==> src/bus_pkg.sv <==
package bus_pkg;

  // ----------------------------------------
  // Request bus geometry
  // ----------------------------------------

  // Byte address width
  localparam int unsigned ADDR_W = 32;

  // One beat carries a full word
  localparam int unsigned DATA_W = 64;

  localparam int unsigned BE_W = DATA_W / 8;

  // Low address bits that pick a byte inside a word
  localparam int unsigned WORD_OFS_W = $clog2(BE_W);

endpackage

==> src/soc_map_pkg.sv <==
package soc_map_pkg;

  // ----------------------------------------
  // Address map
  // ----------------------------------------

  localparam int unsigned REGION_W = 8;
  localparam int unsigned OFFSET_W = bus_pkg::ADDR_W - REGION_W;

  // Target selected by the decoder
  typedef enum logic [2:0] {
    TGT_ROM,
    TGT_CLINT,
    TGT_GPIO,
    TGT_DRAM,
    TGT_NONE
  } region_e;

  // Top byte of the address
  localparam logic [REGION_W-1:0] REGION_ROM   = 8'h00;
  localparam logic [REGION_W-1:0] REGION_CLINT = 8'h02;
  localparam logic [REGION_W-1:0] REGION_GPIO  = 8'h40;
  localparam logic [REGION_W-1:0] REGION_DRAM  = 8'h80;

  localparam logic [OFFSET_W-1:0] ROM_BASE_OFS = 24'h01_0000;
  localparam int unsigned ROM_WORDS  = 8;
  localparam int unsigned ROM_AW     = $clog2(ROM_WORDS);
  localparam int unsigned ROM_BYTES  = ROM_WORDS * bus_pkg::BE_W;
  localparam logic [bus_pkg::ADDR_W-1:0] ROM_BASE_ADDR = {REGION_ROM, ROM_BASE_OFS};

  localparam int unsigned SRAM_WORDS = 1024;
  localparam int unsigned SRAM_AW    = $clog2(SRAM_WORDS);
  localparam int unsigned SRAM_BYTES = SRAM_WORDS * bus_pkg::BE_W;

  // CLINT register offsets, all word aligned
  localparam logic [OFFSET_W-1:0] CLINT_MSIP_OFS     = 24'h00_0000;
  localparam logic [OFFSET_W-1:0] CLINT_MTIMECMP_OFS = 24'h00_4000;
  localparam logic [OFFSET_W-1:0] CLINT_MTIME_OFS    = 24'h00_bff8;

  // Debug requests are held off while boot code runs
  localparam int unsigned DEBUG_HOLDOFF_CYCLES = 64;
  localparam int unsigned HOLDOFF_W = $clog2(DEBUG_HOLDOFF_CYCLES + 1);

  // Boot image, two instructions per word
  localparam logic [bus_pkg::DATA_W-1:0] boot_rom_image [ROM_WORDS] = '{
    64'h0202_8593_0000_0297,
    64'hf140_2573_0105_9593,
    64'h0005_8067_0201_0113,
    64'h1050_0073_0000_0013,
    64'hffdf_f06f_0000_0013,
    64'h0000_0000_0000_0000,
    64'hdead_beef_cafe_f00d,
    64'h8000_0000_0001_0000
  };

  // One address word, read raw or split into region and offset
  typedef struct packed {
    logic [REGION_W-1:0] region;
    logic [OFFSET_W-1:0] offset;
  } soc_addr_fields_t;

  typedef union packed {
    logic [bus_pkg::ADDR_W-1:0] raw;
    soc_addr_fields_t           f;
  } soc_addr_u;

endpackage

==> src/clint_timer.sv <==
`timescale 1ns/1ps

module clint_timer import bus_pkg::*, soc_map_pkg::*; (
  input  logic              clk_i,
  input  logic              rst_ni,
  input  logic              rtc_i,
  input  logic              req_i,
  input  logic              we_i,
  input  logic [ADDR_W-1:0] addr_i,
  input  logic [DATA_W-1:0] wdata_i,
  output logic [DATA_W-1:0] rdata_o,
  output logic              timer_irq_o,
  output logic              ipi_o
);

  soc_addr_u         a;
  logic [2:0]        rtc_q;
  logic              tick;
  logic [DATA_W-1:0] mtime_q;
  logic [DATA_W-1:0] mtimecmp_q;
  logic              msip_q;
  logic              sel_msip;
  logic              sel_mtimecmp;

  assign a = addr_i;

  // Decoder has already checked the offset, only tell registers apart
  assign sel_msip =
    a.f.offset[OFFSET_W-1:WORD_OFS_W] == CLINT_MSIP_OFS[OFFSET_W-1:WORD_OFS_W];
  assign sel_mtimecmp =
    a.f.offset[OFFSET_W-1:WORD_OFS_W] == CLINT_MTIMECMP_OFS[OFFSET_W-1:WORD_OFS_W];

  // ----------------------------------------
  // RTC edge detect and mtime
  // ----------------------------------------

  // Two flops to sample, third for the edge
  assign tick = rtc_q[1] & ~rtc_q[2];

  always_ff @(posedge clk_i or negedge rst_ni) begin
    if (!rst_ni) begin
      rtc_q   <= 3'b000;
      mtime_q <= '0;
    end else begin
      rtc_q   <= {rtc_q[1:0], rtc_i};
      mtime_q <= mtime_q + DATA_W'(tick);
    end
  end

  // ----------------------------------------
  // Registers
  // ----------------------------------------

  always_ff @(posedge clk_i or negedge rst_ni) begin
    if (!rst_ni) begin
      mtimecmp_q <= '1;
      msip_q     <= 1'b0;
      rdata_o    <= '0;
    end else if (req_i) begin
      if (we_i) begin
        if (sel_msip) msip_q <= wdata_i[0];
        if (sel_mtimecmp) mtimecmp_q <= wdata_i;
      end else if (sel_msip) begin
        rdata_o <= {{(DATA_W-1){1'b0}}, msip_q};
      end else if (sel_mtimecmp) begin
        rdata_o <= mtimecmp_q;
      end else begin
        rdata_o <= mtime_q;
      end
    end
  end

  assign timer_irq_o = (mtime_q >= mtimecmp_q);
  assign ipi_o       = msip_q;

endmodule

==> config.mk <==
export PLATFORM = sky130hd
export DESIGN_NAME = clint_timer
export DESIGN_NICKNAME = d
export VERILOG_FILES = /design/src/bus_pkg.sv /design/src/soc_map_pkg.sv /design/src/clint_timer.sv
export SDC_FILE = /design/constraint.sdc
export NUM_CORES = 1
export LEC_CHECK = 0
export ABC_AREA = 1
export BUFFER_PORTS_ARGS = -buffer_cell sky130_fd_sc_hd__buf_4
export CAP_MARGIN = 20
export CORE_MARGIN = 8
export CORE_UTILIZATION = 45
export CTS_CLUSTER_DIAMETER = 200
export DETAILED_ROUTE_END_ITERATION = 7
export HOLD_SLACK_MARGIN = 0.05
export PLACE_DENSITY = 0.65
export RECOVER_POWER = 50
export SLEW_MARGIN = 10
export SYNTH_ARGS = -nofsm -noshare
export SYNTH_HDL_FRONTEND = slang
export SYNTH_SLANG_ARGS = --single-unit
==> constraint.sdc <==
create_clock -name clk_i -period 2.1 [get_ports clk_i]
set_input_delay 0.42 -clock clk_i [delete_from_list [all_inputs] [get_ports clk_i]]
set_output_delay 0.42 -clock clk_i [all_outputs]
set_load 0.05 [all_outputs]
==> results of run 1 <==
[cell usage after synthesis]
cell type  number  area share
nand2_1       438        0.15
inv_1         227       0.076
dfrtp_1       132        0.29
nor2_1        114       0.038
ha_1           66       0.073
dfstp_2        64        0.15
xor2_1         56       0.044
o211ai_1       51       0.034
nand3_1        50       0.022
o21ai_1        43       0.019
nor3_1         38       0.017
a21oi_1        29       0.013
nand4_1        21       0.012
o21ai_2        21       0.016
o21ai_0        19      0.0084
clkbuf_1       18      0.0060
buf_2          11      0.0049
buf_6          11       0.011
nand3b_1        3      0.0020
nor3_2          3      0.0027
a21o_1          2      0.0013
and3_1          2      0.0011
inv_2           2     0.00067
nand2_2         2      0.0011
nand3_2         2      0.0018
nor2_2          2      0.0011
o21a_1          2      0.0013
and2_1          1     0.00056
buf_1           1     0.00033
nor2_4          1      0.0010
nor3_4          1      0.0014
nor4_1          1     0.00056
o21bai_1        1     0.00067
[power by group]
group	leakage, nW	internal (mW)	switching (mW)	total [mW]
Clock	0.287	1.71	1.61	3.32
Sequential	2.48	3.87	0.0648	3.94
Combinational	4.76	0.513	0.804	1.32
[state kept, by name, summed over array words and instances (netlist names)]
register and count:
mtimecmp_q 64, rdata_o 64, mtime_q 64, rtc_q 3
ipi_o 1
[per-layer routing]
metal / routed length, um / global-route usage / up-vias
met5: 0 / 0 / -
met4: 488 / 0.0527 / 0
met3: 1670 / 0.0453 / 36
met2: 15900 / 0.371 / 235
met1: 15400 / 0.294 / 4819
li1: - / - / 5113
[worst max path at each step]
stage / endpoint / depth (start not counted) / start / slack, ps
after global placement: timer_irq_o / 10 / mtimecmp_q[31]$_DFFE_PN1P_ / -380
after detailed placement: timer_irq_o / 10 / mtimecmp_q[31]$_DFFE_PN1P_ / -390
after global routing: timer_irq_o / 11 / mtimecmp_q[14]$_DFFE_PN1P_ / -790
after floorplan: timer_irq_o / 9 / mtimecmp_q[31]$_DFFE_PN1P_ / 40
after CTS: timer_irq_o / 10 / mtimecmp_q[30]$_DFFE_PN1P_ / -740
final: timer_irq_o / 10 / mtimecmp_q[28]$_DFFE_PN1P_ / -670
[worst reg2reg max path: stages (launching register included)]
cell	delay (ps)
dfrtp_1	380
nor2_2	100
ha_1	180
ha_1	170
inv_1	90
nor2_4	140
nand2_1	110
buf_4	180
inv_1	90
nand3_1	150
buf_4	180
xor2_1	130
[layout make-up]
cell class              instances  area (um^2)  share of cell area
flip-flops and latches        196         4980               0.341
inverters                     229          860              0.0589
multi-input cells             969         5340               0.366
well taps                     330          413              0.0283
clock inverters                14          143             0.00977
repair buffers                317         2420               0.166
clock buffers                  18          439              0.0301
[per-stage QoR]
step | hold WS, ps | setup TNS (ps)
after global placement | 336 | -420
after CTS | 67.2 | -745
final | 103 | -673
after global routing | 86.9 | -3880
after detailed placement | 341 | -450
after floorplan | 124 | 0
[timing repair]
| action | in CTS | in global routing |
|---|---|---|
| setup endpoints to repair | 2 | 19 |
| gates resized for setup | 12 | 37 |
| setup buffers | 2 | 1 |
| hold buffers | 1 | 0 |
| hold endpoints to repair | 25 | 0 |
| pin swaps | 5 | 10 |
[cell families after synthesis]
kind of cell | count (synthesis)
adders and majority gates | 66
buffers and inverters | 270
DFF | 196
AOI/OAI and AO/OA | 168
and+or+nand+nor | 679
xor gates and xnor gates | 56
==> impl_results.html, run 1 <==
<table>
<tr><th>Metric</th><th>Value</th></tr>
<tr><th colspan="2">Run status</th></tr>
<tr><td>Run status</td><td>complete, but fails checks</td></tr>
<tr><td>Violations in the final reports</td><td>negative setup slack</td></tr>
<tr><th colspan="2">Yosys</th></tr>
<tr><td>Number of warnings issued by yosys</td><td>0</td></tr>
<tr><td>Number of nets produced by synthesis</td><td>1,602</td></tr>
<tr><td>Number of synthesized register bits</td><td>196</td></tr>
<tr><td>Sequential fraction of the synthesis area</td><td>0.443</td></tr>
<tr><td>Count of mapped cells out of synthesis</td><td>1,435</td></tr>
<tr><td>Combinational family with the most area after synthesis</td><td>simple AND/OR/NAND/NOR gates</td></tr>
<tr><td>Synthesized-area fraction occupied by ao, oa, aoi and oai cells</td><td>0.0941</td></tr>
<tr><td>Post-synthesis share of cell area spent on full adders, half adders and majority gates</td><td>0.0733</td></tr>
<tr><td>Cell variety after synth</td><td>33</td></tr>
<tr><td>Summed instance area of the synthesized netlist</td><td>0.0113 mm^2</td></tr>
<tr><td>Area share of and/or/nand/nor cells after synthesis</td><td>0.248</td></tr>
<tr><td>Share of the synthesized netlist area taken by xor and xnor gates</td><td>0.0435</td></tr>
<tr><td>Average footprint of a synthesized cell</td><td>7.85 um^2</td></tr>
<tr><td>Fraction of synthesized area in multiplexers</td><td>0</td></tr>
<tr><th colspan="2">Hold path</th></tr>
<tr><td>Hold path startpoint</td><td>rtc_i</td></tr>
<tr><td>Instance count along the most critical hold path</td><td>1</td></tr>
<tr><td>Worst min path class</td><td>primary input to flip-flop</td></tr>
<tr><td>Endpoint with the worst hold slack</td><td>rtc_q[0]$_DFF_PN0_</td></tr>
<tr><th colspan="2">Drt</th></tr>
<tr><td>Avg WL per Cell</td><td>16.1 um</td></tr>
<tr><td>Pre-Repair DR Iteration Count</td><td>5</td></tr>
<tr><td>Mean number of vias per cell</td><td>4.92</td></tr>
<tr><td>Via count</td><td>10,200</td></tr>
<tr><td>Post-detailed-routing wire length</td><td>33.4 mm</td></tr>
<tr><td>Detailed Route Iter0 Violations</td><td>592</td></tr>
<tr><td>Final ANT Viol Nets</td><td>0</td></tr>
<tr><td>Post-route DRC</td><td>0</td></tr>
<tr><th colspan="2">Placed design</th></tr>
<tr><td>Setup Slack @ Placement</td><td>-394 ps</td></tr>
<tr><td>Sum of net half-perimeters after detailed placement</td><td>26.4 mm</td></tr>
<tr><td>IO Port Bufs</td><td>155</td></tr>
<tr><td>Routability cong.</td><td>0.929</td></tr>
<tr><td>Post-Place Cells</td><td>2,037</td></tr>
<tr><td>Placed cell areas</td><td>0.0139 mm^2</td></tr>
<tr><th colspan="2">STA</th></tr>
<tr><td>RSZ-0062 raised after global routing</td><td>true</td></tr>
<tr><td>Number of endpoints failing setup at the final stage</td><td>1</td></tr>
<tr><td>Max frequency</td><td>361 MHz</td></tr>
<tr><td>Count of pins over their slew limit</td><td>0</td></tr>
<tr><td>Worst-case setup margin in the final layout</td><td>-673 ps</td></tr>
<tr><td>Minimum clock period</td><td>2770 ps</td></tr>
<tr><td>Slew margin rel.</td><td>0.0502</td></tr>
<tr><td>Fraction of the cycle the final worst path needs</td><td>1.32</td></tr>
<tr><td>Tightest Pin Transition</td><td>1420 ps</td></tr>
<tr><td>Count of final hold-check violations</td><td>0</td></tr>
<tr><td>Clock Skews</td><td>14.4 ps</td></tr>
<tr><th colspan="2">Global routing</th></tr>
<tr><td>Initial antenna violation count</td><td>0</td></tr>
<tr><td>All-Layer GR Usage</td><td>0.223</td></tr>
<tr><td>Vias in the first global route</td><td>10,600</td></tr>
<tr><td>Wire length of the first global-routing pass</td><td>54.8 mm</td></tr>
<tr><td>Pin count of the biggest net entering global routing</td><td>67</td></tr>
<tr><td>Sum of overflow across all layers after global routing</td><td>0</td></tr>
<tr><th colspan="2">Worst setup path</th></tr>
<tr><td>Cell family with the largest share of critical-path delay</td><td>simple AND/OR/NAND/NOR gates</td></tr>
<tr><td>Chain of cells forming the critical path</td><td>inv_2 &gt; ha_4 &gt; nand4_1 &gt; nor3_2 &gt; and3_4 &gt; nand2_4 &gt; nand2_4 &gt; nand2_2 &gt; nand2_2 &gt; buf_8</td></tr>
<tr><td>Endpoint of the lowest-slack register-to-register path</td><td>mtime_q[18]$_DFF_PN0_</td></tr>
<tr><td>Crit start category</td><td>flip-flop</td></tr>
<tr><td>Biggest fanout along the worst timing path</td><td>3</td></tr>
<tr><td>Worst reg-to-reg path cell count</td><td>11</td></tr>
<tr><td>Highest cell delay on the worst timing path</td><td>560 ps</td></tr>
<tr><td>CP Data Arrival Time</td><td>2350 ps</td></tr>
<tr><td>Class of the most critical setup path</td><td>flip-flop to primary output</td></tr>
<tr><td>Critical path required time</td><td>1680 ps</td></tr>
<tr><td>Kind of capture point of the worst setup path</td><td>primary output</td></tr>
<tr><td>Number of buffers and inverters on the critical path</td><td>2</td></tr>
<tr><td>Worst reg2reg path startpoint</td><td>rtc_q[2]$_DFF_PN0_</td></tr>
<tr><td>Critical Path Slowest Stage Cell</td><td>dfstp_2</td></tr>
<tr><td>Worst reg-to-reg setup slack</td><td>110 ps</td></tr>
<tr><th colspan="2">Clock network</th></tr>
<tr><td>Depth of the CTS H-tree</td><td>4</td></tr>
<tr><td>Maximum clock insertion buffer count</td><td>2</td></tr>
<tr><td>Clock tree root driver cell</td><td>clkbuf_16</td></tr>
<tr><td>Number of buffers created by CTS</td><td>17</td></tr>
<tr><td>Clock tree from TritonCTS</td><td>yes</td></tr>
<tr><td>Number of sinks driven by the clock tree</td><td>196</td></tr>
<tr><td>Clock slew at reported path FFs</td><td>80 ps</td></tr>
<tr><td>Clock latency reported for the late side of the worst-skew pair</td><td>450 ps</td></tr>
<tr><th colspan="2">Floorplan</th></tr>
<tr><td>Effective utilization at floorplan</td><td>0.453</td></tr>
<tr><td>Vertical extent of the die</td><td>174 um</td></tr>
<tr><td>Num ports</td><td>167</td></tr>
<tr><td>Floorplan Core Area</td><td>0.0249 mm^2</td></tr>
<tr><td>Number of placement rows</td><td>58</td></tr>
<tr><td>Die area</td><td>0.0304 mm^2</td></tr>
<tr><td>Horiz. Die Dim</td><td>174 um</td></tr>
<tr><th colspan="2">Layout</th></tr>
<tr><td>Commonest cells after routing, fill and taps aside</td><td>nand2_1, buf_4, inv_1, dfrtp_1, nor2_1</td></tr>
<tr><td>Area growth from synthesis to final layout</td><td>29.6%</td></tr>
<tr><td>Final core area utilization</td><td>0.587</td></tr>
<tr><td>Antenna diode instance count</td><td>0</td></tr>
<tr><td>Fraction of final layout cells sized beyond drive strength 1</td><td>0.274</td></tr>
<tr><td>Final-layout fill cell count</td><td>2,372</td></tr>
<tr><td>Count of placed standard cells in the final layout, fillers left out</td><td>2,073</td></tr>
<tr><td>Cell area after layout</td><td>0.0146 mm^2</td></tr>
<tr><td>Commonest non-fill, non-tap cell in the layout</td><td>nand2_1</td></tr>
<tr><td>Net count reported at finish</td><td>1,897</td></tr>
<tr><th colspan="2">Power</th></tr>
<tr><td>Maximum VDD drop</td><td>0.000403 V</td></tr>
<tr><td>Power density normalized to cell area</td><td>587 mW/mm^2</td></tr>
<tr><td>Power Total</td><td>8.58 mW</td></tr>
<tr><td>Pleak</td><td>7.53 nW</td></tr>
<tr><th colspan="2">Flow run</th></tr>
<tr><td>Max capacitance violation total</td><td>0</td></tr>
</table>
(Power assumes the default switching activity.)
==> run 2: changes to the inputs <==
Settings changed: ABC_CLOCK_PERIOD_IN_PS from default to 2100, CORE_MARGIN 8 to default, GPL_ROUTABILITY_DRIVEN from default to 1.
==> run 2 against run 1 <==
The flow still finishes with violations (negative setup slack). Fmax down 0.19%. Core utilization up 0.45 points. Sequential power about the same. Cell area down 0.97%. Sequential share of layout area up 0.33 points. Clock skew down 0.90 ps. Worst setup slack worse by 5.2 ps.
==> impl_results.html, run 2 (synthesis gave the netlist of run 1 again) <==
<table>
<tr><th>Metric</th><th>Value</th></tr>
<tr><th colspan="2">Run status</th></tr>
<tr><td>Run status</td><td>complete, but fails checks (unchanged)</td></tr>
<tr><td>Violations in the final reports</td><td>negative setup slack (unchanged)</td></tr>
<tr><th colspan="2">STA</th></tr>
<tr><td>Number of endpoints failing setup at the final stage</td><td>1 (unchanged)</td></tr>
<tr><td>Fraction of the cycle the final worst path needs</td><td>1.32 (about the same)</td></tr>
<tr><td>Max frequency</td><td>360 MHz (was 361 MHz)</td></tr>
<tr><td>Clock Skews</td><td>13.5 ps (was 14.4 ps)</td></tr>
<tr><td>Worst-case setup margin in the final layout</td><td>-678 ps (was -673 ps)</td></tr>
<tr><td>Slew margin rel.</td><td>0.253 (was 0.0502)</td></tr>
<tr><td>Minimum clock period</td><td>2780 ps (was 2770 ps)</td></tr>
<tr><td>Count of final hold-check violations</td><td>0 (unchanged)</td></tr>
<tr><td>Tightest Pin Transition</td><td>1120 ps (was 1420 ps)</td></tr>
<tr><td>Final TNS setup</td><td>-678 ps (was -673 ps)</td></tr>
<tr><td>Count of pins over their slew limit</td><td>0 (unchanged)</td></tr>
<tr><td>RSZ-0062 raised after global routing</td><td>true (unchanged)</td></tr>
<tr><th colspan="2">Drt</th></tr>
<tr><td>Avg WL per Cell</td><td>15.3 um (was 16.1 um)</td></tr>
<tr><td>Post-detailed-routing wire length</td><td>31.4 mm (was 33.4 mm)</td></tr>
<tr><td>Final ANT Viol Nets</td><td>0 (unchanged)</td></tr>
<tr><td>Post-route DRC</td><td>0 (unchanged)</td></tr>
<tr><td>Mean number of vias per cell</td><td>4.90 (was 4.92)</td></tr>
<tr><td>Detailed Route Iter0 Violations</td><td>603 (was 592)</td></tr>
<tr><td>Via count</td><td>10,100 (was 10,200)</td></tr>
<tr><td>Pre-Repair DR Iteration Count</td><td>5 (unchanged)</td></tr>
<tr><th colspan="2">Worst setup path</th></tr>
<tr><td>CP Data Arrival Time</td><td>2360 ps (was 2350 ps)</td></tr>
<tr><td>Worst reg-to-reg setup slack</td><td>90 ps (was 110 ps)</td></tr>
<tr><td>Critical Path Slowest Stage Cell</td><td>dfstp_2 (unchanged)</td></tr>
<tr><td>Endpoint of the lowest-slack register-to-register path</td><td>mtime_q[57]$_DFF_PN0_ (was mtime_q[18]$_DFF_PN0_)</td></tr>
<tr><td>Critical path required time</td><td>1680 ps (about the same)</td></tr>
<tr><td>Biggest fanout along the worst timing path</td><td>3 (unchanged)</td></tr>
<tr><td>Worst reg2reg path startpoint</td><td>mtime_q[2]$_DFF_PN0_ (was rtc_q[2]$_DFF_PN0_)</td></tr>
<tr><td>Kind of capture point of the worst setup path</td><td>primary output (unchanged)</td></tr>
<tr><td>Highest cell delay on the worst timing path</td><td>570 ps (was 560 ps)</td></tr>
<tr><td>Worst reg-to-reg path cell count</td><td>8 (was 11)</td></tr>
<tr><td>Chain of cells forming the critical path</td><td>inv_2 &gt; ha_4 &gt; nand4_1 &gt; buf_4 &gt; inv_2 &gt; nand4_1 &gt; nor2_2 &gt; nor2_2 &gt; nand2_2 &gt; nand2_2 &gt; nand2_2 &gt; buf_8 (was inv_2 &gt; ha_4 &gt; nand4_1 &gt; nor3_2 &gt; and3_4 &gt; nand2_4 &gt; nand2_4 &gt; nand2_2 &gt; nand2_2 &gt; buf_8)</td></tr>
<tr><td>Most Frequent Cell on Critical Path</td><td>nand2_2</td></tr>
<tr><td>Crit start category</td><td>flip-flop (unchanged)</td></tr>
<tr><td>Class of the most critical setup path</td><td>flip-flop to primary output (unchanged)</td></tr>
<tr><th colspan="2">Global routing</th></tr>
<tr><td>Sum of overflow across all layers after global routing</td><td>0 (unchanged)</td></tr>
<tr><td>Initial antenna violation count</td><td>0 (unchanged)</td></tr>
<tr><td>Pin count of the biggest net entering global routing</td><td>129 (was 67)</td></tr>
<tr><td>Met3 track utilization from global routing</td><td>0.0413 (was 0.0453)</td></tr>
<tr><td>Fraction of met2 tracks used by global routing</td><td>0.409 (was 0.371)</td></tr>
<tr><td>All-Layer GR Usage</td><td>0.255 (was 0.223)</td></tr>
<tr><td>Vias in the first global route</td><td>10,000 (was 10,600)</td></tr>
<tr><td>Busiest metal layer after global routing</td><td>met2 (unchanged)</td></tr>
<tr><td>Wire length of the first global-routing pass</td><td>51.7 mm (was 54.8 mm)</td></tr>
<tr><td>Met1 GRT Util</td><td>0.360 (was 0.294)</td></tr>
<tr><th colspan="2">Power</th></tr>
<tr><td>Share of total power in combinational logic</td><td>0.150 (was 0.154)</td></tr>
<tr><td>Int Pwr</td><td>5.98 mW (was 6.09 mW)</td></tr>
<tr><td>Maximum VDD drop</td><td>0.000470 V (was 0.000403 V)</td></tr>
<tr><td>Flop pwr share</td><td>0.463 (was 0.459)</td></tr>
<tr><td>Net Switching</td><td>2.52 mW (was 2.48 mW)</td></tr>
<tr><td>Power density normalized to cell area</td><td>588 mW/mm^2 (was 587 mW/mm^2)</td></tr>
<tr><td>Clk pwr share</td><td>0.387 (about the same)</td></tr>
<tr><td>Pleak</td><td>7.44 nW (was 7.53 nW)</td></tr>
<tr><td>Switching portion of total power</td><td>0.297 (was 0.289)</td></tr>
<tr><th colspan="2">Clock network</th></tr>
<tr><td>Clock tree from TritonCTS</td><td>yes (unchanged)</td></tr>
<tr><td>Depth of the CTS H-tree</td><td>4 (unchanged)</td></tr>
<tr><td>Number of sinks driven by the clock tree</td><td>196 (unchanged)</td></tr>
<tr><td>Maximum clock insertion buffer count</td><td>2 (unchanged)</td></tr>
<tr><td>Clock tree root driver cell</td><td>clkbuf_16 (unchanged)</td></tr>
<tr><td>Clock slew at reported path FFs</td><td>80 ps (about the same)</td></tr>
<tr><td>Clock latency reported for the late side of the worst-skew pair</td><td>450 ps (about the same)</td></tr>
<tr><td>Number of buffers created by CTS</td><td>17 (unchanged)</td></tr>
<tr><th colspan="2">Floorplan</th></tr>
<tr><td>Die area</td><td>0.0257 mm^2 (was 0.0304 mm^2)</td></tr>
<tr><td>Floorplan Core Area</td><td>0.0245 mm^2 (was 0.0249 mm^2)</td></tr>
<tr><td>Vertical extent of the die</td><td>160 um (was 174 um)</td></tr>
<tr><td>Effective utilization at floorplan</td><td>0.460 (was 0.453)</td></tr>
<tr><td>Horiz. Die Dim</td><td>160 um (was 174 um)</td></tr>
<tr><td>Number of placement rows</td><td>57 (was 58)</td></tr>
<tr><td>Num ports</td><td>167 (unchanged)</td></tr>
<tr><th colspan="2">Hold path</th></tr>
<tr><td>Endpoint with the worst hold slack</td><td>rtc_q[0]$_DFF_PN0_ (unchanged)</td></tr>
<tr><td>Worst min path class</td><td>primary input to flip-flop (unchanged)</td></tr>
<tr><td>Hold path startpoint</td><td>rtc_i (unchanged)</td></tr>
<tr><td>Instance count along the most critical hold path</td><td>1 (unchanged)</td></tr>
<tr><th colspan="2">Layout</th></tr>
<tr><td>Fraction of final layout cells sized beyond drive strength 1</td><td>0.267 (was 0.274)</td></tr>
<tr><td>Multi-input combinational cell area</td><td>0.00534 mm^2 (unchanged)</td></tr>
<tr><td>Area growth from synthesis to final layout</td><td>28.4% (was 29.6%)</td></tr>
<tr><td>Commonest non-fill, non-tap cell in the layout</td><td>nand2_1 (unchanged)</td></tr>
<tr><td>Final-layout fill cell count</td><td>2,289 (was 2,372)</td></tr>
<tr><td>Commonest cells after routing, fill and taps aside</td><td>nand2_1, buf_4, inv_1, dfrtp_1, nor2_1 (unchanged)</td></tr>
<tr><td>Biggest regs</td><td>mtime_q: 64 flops, mtimecmp_q: 64 flops, rdata_o: 64 flops (unchanged)</td></tr>
<tr><td>Sequential cell area</td><td>0.00498 mm^2 (unchanged)</td></tr>
<tr><td>Cell area after layout</td><td>0.0145 mm^2 (was 0.0146 mm^2)</td></tr>
<tr><td>Antenna diode instance count</td><td>0 (unchanged)</td></tr>
<tr><td>Net count reported at finish</td><td>1,882 (was 1,897)</td></tr>
<tr><th colspan="2">Placed design</th></tr>
<tr><td>IO Port Bufs</td><td>155 (unchanged)</td></tr>
<tr><td>Routability cong.</td><td>0.949 (was 0.929)</td></tr>
<tr><td>Sum of net half-perimeters after detailed placement</td><td>24.1 mm (was 26.4 mm)</td></tr>
<tr><td>Setup Slack @ Placement</td><td>-389 ps (was -394 ps)</td></tr>
<tr><td>Placed cell areas</td><td>0.0137 mm^2 (was 0.0139 mm^2)</td></tr>
<tr><th colspan="2">Flow run</th></tr>
<tr><td>Max capacitance violation total</td><td>0 (unchanged)</td></tr>
</table>
==> run 2: worst max-delay path: cells and delay by family (launching register included) <==
kind                       cells  cell delay [ps]
and+or+nand+nor                7              700
DFF                            1              570
buffers and inverters          4              430
adders and majority gates      1              240
==> run 2: layer usage <==
layer	up-vias	wire length, um
met5	-	0
met4	0	507
met3	27	1280
met2	216	14600
met1	4741	14900
li1	5076	-
==> run 2: power groups by stage <==
| stage | clock network (mW) | registers, mW | logic (mW) |
|---|---|---|---|
| after CTS | 3.35 | 3.93 | 1.29 |
| after global placement | 0 | 4.00 | 1.22 |
| after global routing | 3.49 | 3.95 | 1.40 |
| after detailed placement | 0 | 4.00 | 1.23 |
| final | 3.29 | 3.93 | 1.28 |
| after floorplan | 0 | 4.15 | 0.489 |
==> run 2: worst max-delay path by stage <==
stage,startpoint,endpoint,slack [ps],cells after the start
after floorplan,mtimecmp_q[31]$_DFFE_PN1P_,timer_irq_o,40,9
after global placement,mtimecmp_q[31]$_DFFE_PN1P_,timer_irq_o,-370,10
after detailed placement,mtimecmp_q[31]$_DFFE_PN1P_,timer_irq_o,-390,10
after CTS,mtimecmp_q[29]$_DFFE_PN1P_,timer_irq_o,-710,10
after global routing,mtimecmp_q[5]$_DFFE_PN1P_,timer_irq_o,-780,13
final,mtimecmp_q[28]$_DFFE_PN1P_,timer_irq_o,-680,12
==> run 2: final cells by class <==
| type | instances | share of cell area |
|---|---|---|
| Multi-Input combinational cell | 969 | 0.369 |
| Sequential cell | 196 | 0.345 |
| Timing Repair Buffer | 302 | 0.159 |
| Inverter | 229 | 0.0594 |
| Clock buffer | 18 | 0.0304 |
| Tap cell | 324 | 0.0280 |
| Clock inverter | 14 | 0.00952 |
==> run 2: per-stage QoR <==
stage	instances	utilization	total power [mW]	hold WS, ps
floorplan	1435	-	4.64	124
global placement	2014	0.561	5.22	335
detailed placement	2014	0.561	5.23	335
CTS	2050	0.589	8.57	71.2
global route	2052	0.591	8.83	92.6
finish	2052	0.591	8.50	106
==> run 2: timing repair <==
action	in CTS	in global routing
buffers inserted	3	2
pin swaps	4	12
hold endpoints to repair	25	0
endpoints found under the setup margin	2	12
resized for setup	12	25
hold buffers	1	0
